## src/decode_pkg.sv

```systemverilog
`default_nettype none

package decode_pkg;

  typedef logic [31:0] word_t;
  typedef logic [5:0]  opcode_t;
  typedef logic [3:0]  greg_id_t;
  typedef logic [1:0]  preg_id_t;
  typedef logic [3:0]  alu_op_t;

  typedef enum logic [1:0] {
    IMM_NONE = 2'b00,
    IMM_15   = 2'b01, // sign bit 14
    IMM_23   = 2'b10, // sign bit 22
    IMM_19   = 2'b11  // sign bit 18
  } imm_sel_t;

  typedef enum logic [1:0] {
    MASK_NONE = 2'b00,
    MASK_EI   = 2'b01,
    MASK_DI   = 2'b10,
    MASK_HALT = 2'b11
  } mask_t;

  localparam opcode_t OP_DI     = 6'h01;
  localparam opcode_t OP_EI     = 6'h02;
  localparam opcode_t OP_NEG    = 6'h05;
  localparam opcode_t OP_NOT    = 6'h06;
  localparam opcode_t OP_AND_R  = 6'h07;
  localparam opcode_t OP_OR_R   = 6'h08;
  localparam opcode_t OP_XOR_R  = 6'h09;
  localparam opcode_t OP_ADD_R  = 6'h0a;
  localparam opcode_t OP_SUB_R  = 6'h0b;
  localparam opcode_t OP_MUL_R  = 6'h0c;
  localparam opcode_t OP_DIV_R  = 6'h0d;
  localparam opcode_t OP_MOD_R  = 6'h0e;
  localparam opcode_t OP_SHL_R  = 6'h0f;
  localparam opcode_t OP_SHR_R  = 6'h10;
  localparam opcode_t OP_ANDI   = 6'h11;
  localparam opcode_t OP_ORI    = 6'h12;
  localparam opcode_t OP_XORI   = 6'h13;
  localparam opcode_t OP_ADDI   = 6'h14;
  localparam opcode_t OP_SUBI   = 6'h15;
  localparam opcode_t OP_MULI   = 6'h16;
  localparam opcode_t OP_DIVI   = 6'h17;
  localparam opcode_t OP_MODI   = 6'h18;
  localparam opcode_t OP_SHLI   = 6'h19;
  localparam opcode_t OP_SHRI   = 6'h1a;
  localparam opcode_t OP_JALI   = 6'h1b;
  localparam opcode_t OP_JALR   = 6'h1c;
  localparam opcode_t OP_JMPI   = 6'h1d;
  localparam opcode_t OP_JMPR   = 6'h1e;
  localparam opcode_t OP_LD     = 6'h23;
  localparam opcode_t OP_ST     = 6'h24;
  localparam opcode_t OP_LDI    = 6'h25;
  localparam opcode_t OP_RTOP   = 6'h26;
  localparam opcode_t OP_ANDP   = 6'h27;
  localparam opcode_t OP_ORP    = 6'h28;
  localparam opcode_t OP_XORP   = 6'h29;
  localparam opcode_t OP_NOTP   = 6'h2a;
  localparam opcode_t OP_ISNEG  = 6'h2b;
  localparam opcode_t OP_ISZERO = 6'h2c;
  localparam opcode_t OP_HALT   = 6'h2d;
  localparam opcode_t OP_TRAP   = 6'h2e;
  localparam opcode_t OP_RETI   = 6'h31;

  localparam opcode_t OP_LAST_LEGAL = 6'h39; // float opcodes still count as legal

  localparam int GREG_COUNT = 16;
  localparam int PREG_COUNT = 4;

  localparam word_t GREG_RESET_IMAGE [GREG_COUNT] = '{
    32'd0,  32'd1,  32'd2,  32'd3,  32'd4,  32'd5,  32'd6,  32'd7,
    32'd8,  32'd9,  32'd10, 32'd11, 32'd12, 32'd13, 32'd14, 32'd15
  };
  localparam logic PREG_RESET_IMAGE [PREG_COUNT] = '{1'b1, 1'b1, 1'b0, 1'b0};

  localparam int GUARD_BIT    = 31;
  localparam int GUARD_ID_MSB = 30;
  localparam int GUARD_ID_LSB = 29;
  localparam int OPCODE_MSB   = 28;
  localparam int OPCODE_LSB   = 23;
  localparam int RZ_MSB       = 22;
  localparam int RZ_LSB       = 19;
  localparam int RY_MSB       = 18;
  localparam int RY_LSB       = 15;
  localparam int RX_MSB       = 14;
  localparam int RX_LSB       = 11;

endpackage

`default_nettype wire

```

## src/ctrl_table.sv

```systemverilog
`default_nettype none

module ctrl_table import decode_pkg::*; (
  input  opcode_t  opcode,
  output logic     reg_id_sel,
  output logic     pf_sel,
  output logic     src2_sel,
  output logic     link,
  output alu_op_t  alu_op,
  output logic     mem_read,
  output logic     mem_write,
  output logic     reg_mem,
  output logic     rw_p,
  output logic     rw_r,
  output logic     is_jump,
  output logic     jump_reg,
  output logic     has_rx,
  output logic     has_ry,
  output imm_sel_t imm_sel,
  output mask_t    set_mask,
  output logic     trap,
  output logic     bad_opcode
);

  // alu op shared by register, immediate and predicate forms
  always_comb
  begin
    case (opcode)
      OP_ADD_R, OP_ADDI, OP_LD, OP_ST, OP_ANDP: alu_op = 4'd1;
      OP_SUB_R, OP_SUBI, OP_ORP:                alu_op = 4'd2;
      OP_MUL_R, OP_MULI, OP_XORP:               alu_op = 4'd3;
      OP_DIV_R, OP_DIVI, OP_NOTP:               alu_op = 4'd4;
      OP_MOD_R, OP_MODI, OP_RTOP:               alu_op = 4'd5;
      OP_SHL_R, OP_SHLI, OP_ISNEG:              alu_op = 4'd6;
      OP_SHR_R, OP_SHRI, OP_ISZERO:             alu_op = 4'd7;
      OP_AND_R, OP_ANDI:                        alu_op = 4'd8;
      OP_OR_R, OP_ORI:                          alu_op = 4'd9;
      OP_XOR_R, OP_XORI:                        alu_op = 4'd10;
      OP_NEG:                                   alu_op = 4'd11;
      OP_NOT:                                   alu_op = 4'd12;
      OP_LDI:                                   alu_op = 4'd13;
      OP_JALI, OP_JALR:                         alu_op = 4'd14; // link value
      default:                                  alu_op = 4'd0;
    endcase
  end

  always_comb
  begin
    reg_id_sel = 1'b0;
    pf_sel     = 1'b0;
    src2_sel   = 1'b0;
    link       = 1'b0;
    mem_read   = 1'b0;
    mem_write  = 1'b0;
    reg_mem    = 1'b0;
    rw_p       = 1'b0;
    rw_r       = 1'b0;
    is_jump    = 1'b0;
    jump_reg   = 1'b0;
    has_rx     = 1'b0;
    has_ry     = 1'b0;
    imm_sel    = IMM_NONE;
    case (opcode)
      OP_ADD_R, OP_SUB_R, OP_MUL_R, OP_DIV_R, OP_MOD_R,
      OP_SHL_R, OP_SHR_R, OP_AND_R, OP_OR_R, OP_XOR_R:
      begin
        rw_r   = 1'b1;
        pf_sel = 1'b1;
        has_rx = 1'b1;
        has_ry = 1'b1;
      end
      OP_NEG, OP_NOT:
      begin
        rw_r   = 1'b1;
        pf_sel = 1'b1;
        has_ry = 1'b1;
      end
      OP_ADDI, OP_SUBI, OP_MULI, OP_DIVI, OP_MODI,
      OP_SHLI, OP_SHRI, OP_ANDI, OP_ORI, OP_XORI:
      begin
        rw_r     = 1'b1;
        pf_sel   = 1'b1;
        src2_sel = 1'b1;
        has_ry   = 1'b1;
        imm_sel  = IMM_15;
      end
      OP_LDI:
      begin
        rw_r     = 1'b1;
        pf_sel   = 1'b1;
        src2_sel = 1'b1;
        imm_sel  = IMM_19;
      end
      OP_LD:
      begin
        mem_read = 1'b1;
        reg_mem  = 1'b1;
        rw_r     = 1'b1;
        pf_sel   = 1'b1;
        src2_sel = 1'b1; // base + offset
        has_ry   = 1'b1;
        imm_sel  = IMM_15;
      end
      OP_ST:
      begin
        mem_write  = 1'b1;
        pf_sel     = 1'b1;
        src2_sel   = 1'b1;
        has_rx     = 1'b1;
        has_ry     = 1'b1;
        reg_id_sel = 1'b1; // store data comes from rz field
        imm_sel    = IMM_15;
      end
      OP_ANDP, OP_ORP, OP_XORP, OP_NOTP:
      begin
        rw_p = 1'b1;
      end
      OP_RTOP, OP_ISNEG, OP_ISZERO:
      begin
        rw_p   = 1'b1;
        has_ry = 1'b1;
      end
      OP_JMPI, OP_RETI:
      begin
        is_jump  = 1'b1;
        jump_reg = 1'b1;
        imm_sel  = IMM_23;
      end
      OP_JMPR:
      begin
        jump_reg   = 1'b1;
        has_rx     = 1'b1;
        reg_id_sel = 1'b1;
      end
      OP_JALI:
      begin
        link     = 1'b1;
        rw_r     = 1'b1;
        pf_sel   = 1'b1;
        is_jump  = 1'b1;
        jump_reg = 1'b1;
        imm_sel  = IMM_19;
      end
      OP_JALR:
      begin
        link     = 1'b1;
        rw_r     = 1'b1;
        pf_sel   = 1'b1;
        jump_reg = 1'b1;
        has_rx   = 1'b1;
      end
      default:
      begin
        rw_r = 1'b0; // nop, privileged and float ops
      end
    endcase
  end

  always_comb
  begin
    case (opcode)
      OP_DI:   set_mask = MASK_DI;
      OP_EI:   set_mask = MASK_EI;
      OP_HALT: set_mask = MASK_HALT;
      default: set_mask = MASK_NONE;
    endcase
  end

  assign trap       = (opcode == OP_TRAP);
  assign bad_opcode = (opcode > OP_LAST_LEGAL);

  // a memory op is either a load or a store
  always_comb
  begin
    assert (!(mem_read && mem_write))
      else $error("opcode %h decodes as both load and store", opcode);
  end

endmodule

`default_nettype wire

```

## src/reg_bank.sv

```systemverilog
`default_nettype none

module reg_bank #(
  parameter type entry_t     = logic,
  parameter int  DEPTH       = 4,
  parameter int  READ_PORTS  = 2,
  parameter entry_t RESET_IMAGE [DEPTH] = '{default: '0}
) (
  input  logic                     clk,
  input  logic                     rst,
  input  logic                     we,
  input  logic [$clog2(DEPTH)-1:0] wr_id,
  input  entry_t                   wr_data,
  input  logic [$clog2(DEPTH)-1:0] rd_id [READ_PORTS],
  output entry_t                   rd_data [READ_PORTS]
);

  entry_t mem [DEPTH];

  // reset image wins over a write in the same cycle
  always_ff @(posedge clk)
  begin
    if (rst)
    begin
      mem <= RESET_IMAGE;
    end
    else if (we)
    begin
      mem[wr_id] <= wr_data;
    end
  end

  // async read, new value visible after the write edge
  always_comb
  begin
    for (int p = 0; p < READ_PORTS; p++)
    begin
      rd_data[p] = mem[rd_id[p]];
    end
  end

  wr_id_known: assert property (
    @(posedge clk) disable iff (rst)
    we |-> !$isunknown(wr_id)
  ) else $error("register write with unknown id");

endmodule

`default_nettype wire

```

## src/operand_unit.sv

```systemverilog
`default_nettype none

module operand_unit import decode_pkg::*; (
  input  word_t    inst,
  input  word_t    pc_next,
  input  word_t    epc,
  input  imm_sel_t imm_sel,
  input  logic     reg_id_sel,
  output greg_id_t x_id,
  output greg_id_t y_id,
  output greg_id_t dest_id,
  output word_t    imm,
  output word_t    jump_target
);

  opcode_t opcode;

  assign opcode = inst[OPCODE_MSB:OPCODE_LSB];

  // st and jmpr read their operand from the rz slot
  assign x_id    = reg_id_sel ? inst[RZ_MSB:RZ_LSB] : inst[RX_MSB:RX_LSB];
  assign y_id    = inst[RY_MSB:RY_LSB];
  assign dest_id = inst[RZ_MSB:RZ_LSB];

  always_comb
  begin
    case (imm_sel)
      IMM_15:  imm = {{17{inst[14]}}, inst[14:0]};
      IMM_23:  imm = {{9{inst[22]}}, inst[22:0]};
      IMM_19:  imm = {{13{inst[18]}}, inst[18:0]};
      default: imm = '0;
    endcase
  end

  // reti returns to the saved pc, everything else is pc relative
  always_comb
  begin
    if (opcode == OP_RETI)
    begin
      jump_target = epc;
    end
    else
    begin
      jump_target = pc_next + imm;
    end
  end

endmodule

`default_nettype wire

```

## src/decode_stage.sv

```systemverilog
`default_nettype none

module decode_stage import decode_pkg::*; (
  input  logic     clk,
  input  logic     rst,
  input  word_t    inst,
  input  word_t    pc_next,
  input  word_t    epc,
  input  logic     preg_we,
  input  preg_id_t preg_wr_id,
  input  logic     preg_wr_data,
  input  logic     greg_we,
  input  greg_id_t greg_wr_id,
  input  word_t    greg_wr_data,
  output logic     pf_sel,
  output logic     src2_sel,
  output logic     link,
  output alu_op_t  alu_op,
  output logic     mem_read,
  output logic     mem_write,
  output logic     reg_mem,
  output logic     rw_p,
  output logic     rw_r,
  output logic     is_jump,
  output logic     jump_reg,
  output logic     has_rx,
  output logic     has_ry,
  output mask_t    set_mask,
  output logic     trap,
  output logic     bad_opcode,
  output logic     px,
  output logic     py,
  output logic     pred_ok,
  output word_t    rx,
  output word_t    ry,
  output greg_id_t x_id,
  output greg_id_t y_id,
  output greg_id_t dest_id,
  output word_t    imm,
  output word_t    jump_target
);

  imm_sel_t imm_sel;
  logic     reg_id_sel;
  logic     pred_val;
  preg_id_t pred_rd_id [3];
  logic     pred_rd_data [3];
  greg_id_t greg_rd_id [2];
  word_t    greg_rd_data [2];

  ctrl_table u_ctrl (
    .opcode     (inst[OPCODE_MSB:OPCODE_LSB]),
    .reg_id_sel (reg_id_sel),
    .pf_sel     (pf_sel),
    .src2_sel   (src2_sel),
    .link       (link),
    .alu_op     (alu_op),
    .mem_read   (mem_read),
    .mem_write  (mem_write),
    .reg_mem    (reg_mem),
    .rw_p       (rw_p),
    .rw_r       (rw_r),
    .is_jump    (is_jump),
    .jump_reg   (jump_reg),
    .has_rx     (has_rx),
    .has_ry     (has_ry),
    .imm_sel    (imm_sel),
    .set_mask   (set_mask),
    .trap       (trap),
    .bad_opcode (bad_opcode)
  );

  operand_unit u_operand (
    .inst        (inst),
    .pc_next     (pc_next),
    .epc         (epc),
    .imm_sel     (imm_sel),
    .reg_id_sel  (reg_id_sel),
    .x_id        (x_id),
    .y_id        (y_id),
    .dest_id     (dest_id),
    .imm         (imm),
    .jump_target (jump_target)
  );

  // predicate bank sees the low id bits, port 2 is the guard
  assign pred_rd_id[0] = x_id[1:0];
  assign pred_rd_id[1] = y_id[1:0];
  assign pred_rd_id[2] = inst[GUARD_ID_MSB:GUARD_ID_LSB];

  reg_bank #(
    .entry_t     (logic),
    .DEPTH       (PREG_COUNT),
    .READ_PORTS  (3),
    .RESET_IMAGE (PREG_RESET_IMAGE)
  ) pred_bank (
    .clk     (clk),
    .rst     (rst),
    .we      (preg_we),
    .wr_id   (preg_wr_id),
    .wr_data (preg_wr_data),
    .rd_id   (pred_rd_id),
    .rd_data (pred_rd_data)
  );

  assign greg_rd_id[0] = x_id;
  assign greg_rd_id[1] = y_id;

  reg_bank #(
    .entry_t     (word_t),
    .DEPTH       (GREG_COUNT),
    .READ_PORTS  (2),
    .RESET_IMAGE (GREG_RESET_IMAGE)
  ) greg_bank (
    .clk     (clk),
    .rst     (rst),
    .we      (greg_we),
    .wr_id   (greg_wr_id),
    .wr_data (greg_wr_data),
    .rd_id   (greg_rd_id),
    .rd_data (greg_rd_data)
  );

  assign px       = pred_rd_data[0];
  assign py       = pred_rd_data[1];
  assign pred_val = pred_rd_data[2];
  assign rx       = greg_rd_data[0];
  assign ry       = greg_rd_data[1];

  assign pred_ok = inst[GUARD_BIT] ? pred_val : 1'b1; // unguarded always executes

endmodule

`default_nettype wire

```

## config.mk

```make
export PLATFORM = sky130hd
export DESIGN_NAME = decode_stage
export DESIGN_NICKNAME = d
export VERILOG_FILES = /design/src/decode_pkg.sv /design/src/ctrl_table.sv /design/src/reg_bank.sv /design/src/operand_unit.sv /design/src/decode_stage.sv
export SDC_FILE = /design/constraint.sdc
export NUM_CORES = 2
export LEC_CHECK = 0
export BUFFER_PORTS_ARGS = -buffer_cell sky130_fd_sc_hd__buf_4
export CAP_MARGIN = 20
export CORE_ASPECT_RATIO = 1.4
export CORE_MARGIN = 5
export CORE_UTILIZATION = 50
export CTS_BUF_LIST = sky130_fd_sc_hd__clkbuf_8 sky130_fd_sc_hd__clkbuf_16
export CTS_CLUSTER_DIAMETER = 100
export CTS_CLUSTER_SIZE = 10
export DETAILED_ROUTE_END_ITERATION = 10
export PLACE_DENSITY = 0.69
export SYNTH_ARGS = -nofsm -noshare
export SYNTH_HDL_FRONTEND = slang
export SYNTH_SLANG_ARGS = --single-unit
```

## constraint.sdc

```tcl
create_clock -name clk -period 5.05 [get_ports clk]
set_clock_uncertainty 0.2 [all_clocks]
set_input_delay 0 -clock clk [delete_from_list [all_inputs] [get_ports clk]]
set_output_delay 0 -clock clk [all_outputs]
set_load 0.01 [all_outputs]
```

==> impl_metrics.csv <==
group,metric,value,unit
cells_and_area,final_util,0.5840,
min_path,hp-class,"in -> reg",
clock_tree,postCtsResizedCells,0,
setup_path,cp_cell_sequence,"buf_4 -> ha_1 -> or4bb_1 -> o22ai_2 -> nor2_2 -> and3_1 -> a21o_1 -> a21o_1 -> ha_1 -> nand3_1 -> or3_1 -> or3_1 -> o32ai_1 -> o211ai_1 -> a211oi_2 -> nor4_1 -> o31ai_2 -> buf_4",
setup_path,end_kind,"output port",
yosys,yosys.area.top_type,"dfxtp_1",
clock_tree,cts_root_buf,"clkbuf_16",
setup_path,critPathSlowestCell,"or4bb_1",
floorplan,die_w,215.9,um
placed_design,finalWeightedCongestion,0.9770,
setup_path,cp_max_fo,7,
sta,post-route-min-period,4801,ps
setup_path,cpLargestDelayFamily,"simple AND/OR/NAND/NOR gates",
sta,rsz0062_at_grt,"no",
clock_tree,numCtsBuffers,57,
detailed_routing,drtIter0Drc,3231,
pwr,power_density,276.4,nW/um2
placed_design,dp_hpwl,72.24,mm
setup_path,cpPeakStageDelay,540,ps
yosys,synth_top_area_share,0.3482,
floorplan,initial_utilization,0.5051,
setup_path,worstPathArrival,4600,ps
floorplan,die_h,298.2,um
global_routing,grt_pass1_wl,176.3,mm
global_routing,antenna_found_initial,12,
global_routing,grt_overflow,0,
floorplan,fp-row-count,105,
yosys,synth_ff_type,"dfxtp_1",
sta,max_freq,208.3,MHz
clock_tree,h-tree-depth,2,
sta,slew_viol_final,0,
floorplan,pin_count,302,
detailed_routing,avgViaCountPerCell,6.253,
sta,setup_viol,0,
cells_and_area,drive_above_1_share,0.1632,
cells_and_area,nNetsFinal,4311,
setup_path,cp-start-kind,"primary input",
detailed_routing,via_count,30600,
setup_path,path_buf_inv,2,
global_routing,grt_pass1_vias,28692,
yosys,yosys_warnings,0,
yosys,yosysMostFrequentCell,"nand2_1",
job,maxCapViolCount,0,
floorplan,core-area,58730,um2
yosys,ys_top_cells_by_area,"dfxtp_1 (35%), nand2_1 (20%), mux4_2 (12%)",
sta,fin_crit_sh,0.9508,
yosys,synth.distinct_cells,77,
placed_design,portBuffers,301,
yosys,synth-async-reset-ratio,0,
sta,worstMarginPinSlew,1153,ps
yosys,ys_top_cells_by_count,"nand2_1 (1602), a21oi_1 (527), dfxtp_1 (516), clkbuf_1 (290), nand3_1 (274)",
cells_and_area,areaGrowthSynthToFinish,15.62,%
pwr,ir_worst_vdd,0.2629,mV
pwr,cellLeakagePower,12.27,nW
global_routing,grt_max_degree,162,
setup_path,required,4850,ps
yosys,synthCells,4035,
pwr,power,9.478,mW
detailed_routing,wl_per_cell,24.03,um
yosys,synth_edf_count,0,
sta,slew-limit-headroom,0.2285,
yosys,synth_nets,4211,
detailed_routing,drc_errors,0,
detailed_routing,firstDrtPassIters,6,
detailed_routing,wirelength,117.6,mm
sta,finalHoldViolCount,0,
global_routing,grt_use_total,0.3493,
yosys,seq_area_frac_synth,0.3482,
setup_path,crit_type,"in -> out",
clock_tree,clock_path_buffers,3,
floorplan,die-area,64370,um2
clock_tree,clkTransAtPathRegs,50,ps
yosys,ys_ff_latch,516,
detailed_routing,ant_nets,0,
clock_tree,clk_latency,600,ps
run_status,status,"complete, no violations",
yosys,syn_area_per_cell,7.352,um2
clock_tree,cts_tree,"yes",
clock_tree,cts.sinks,516,
yosys,netlist_area,29660,um2
sta,fin_setup_tns,0,ps
-- layer usage --
metal | wire (um) | GRT usage | share of wire | vias up
met5 | 27 | 0 | 0.00023 | -
met4 | 7911 | 0.2041 | 0.067 | 4
met3 | 12610 | 0.06297 | 0.11 | 412
met2 | 55020 | 0.5732 | 0.47 | 1909
met1 | 42030 | 0.4304 | 0.36 | 14357
li1 | - | - | - | 13918
-- state kept, by name, indices dropped and copies added (netlist names) --
register,flops
greg_bank.mem,512
pred_bank.mem,4
-- logic make-up after synthesis --
group / synth area share
compound gates: 0.1473
flops: 0.3482
fa+ha+maj: 0.01586
simple gates: 0.2969
xor+xnor: 0.006201
buf+inv: 0.05905
mux: 0.1265
-- placed cells by master, fill, tap and decap left out, types with 36 or more instances in the layout --
cell type	count
dfxtp_1	516
a31oi_1	40
nand2_1	1590
nand3b_1	37
ha_1	36
dlygate4sd3_1	53
nand3_1	270
a311oi_1	64
buf_4	377
clkbuf_16	57
and3_1	41
a21oi_1	527
nor2_1	52
mux4_2	162
-- final timing paths --
kind / depth (start not counted) / end / startpoint / slack, ps
max: 18 / jump_target[29] / inst[23] / 250
min: 4 / pred_bank.mem[1] / preg_wr_data / 20
max reg2reg: 3 / pred_bank.mem[3] / pred_bank.mem[3] / 3460
min reg2reg: 2 / greg_bank.mem[443] / greg_bank.mem[443] / 270
-- layout make-up --
class,count,area (um2)
clock buffers,57,1426
flip-flops and latches,516,10330
fillers,5553,24430
well taps,749,937.1
clock inverters,4,67.56
multi-input cells,3097,17780
diodes,8,20.02
repair buffers,445,3657
inverters,18,77.57
-- repair_timing --
| item | in CTS | in global routing |
|---|---|---|
| buffers inserted | 0 | 0 |
| hold endpoints to repair | 516 | 0 |
| hold buffers | 53 | 0 |
-- worst register-to-register path: stages, from the launching register on --
cell           delay (ps)
dfxtp_1               330
nor2b_1               130
a211o_1               260
dlygate4sd3_1         550
-- metrics by stage --
step / std cells / cell area [um2] / hold WS [ps] / setup WS (ps)
floorplan: 4035 / 29660 / -125.6 / 1086
global placement: 4768 / 32160 / 34.75 / 221.7
detailed placement: 4769 / 32180 / 37.57 / 231.1
CTS: 4883 / 34210 / 11.04 / 231.9
global route: 4894 / 34300 / 42.74 / 37.06
finish: 4894 / 34300 / 24.65 / 248.6
-- where the power goes --
part	leakage (nW)	total (mW)	internal, mW	switching (mW)
Clock	0.735	3.67	2.03	1.64
Sequential	4.17	4.17	4.13	0.0405
Combinational	7.36	1.64	0.614	1.03
Total	12.3	9.48	6.77	2.70
Note: power is estimated with default switching activity, not from simulation.
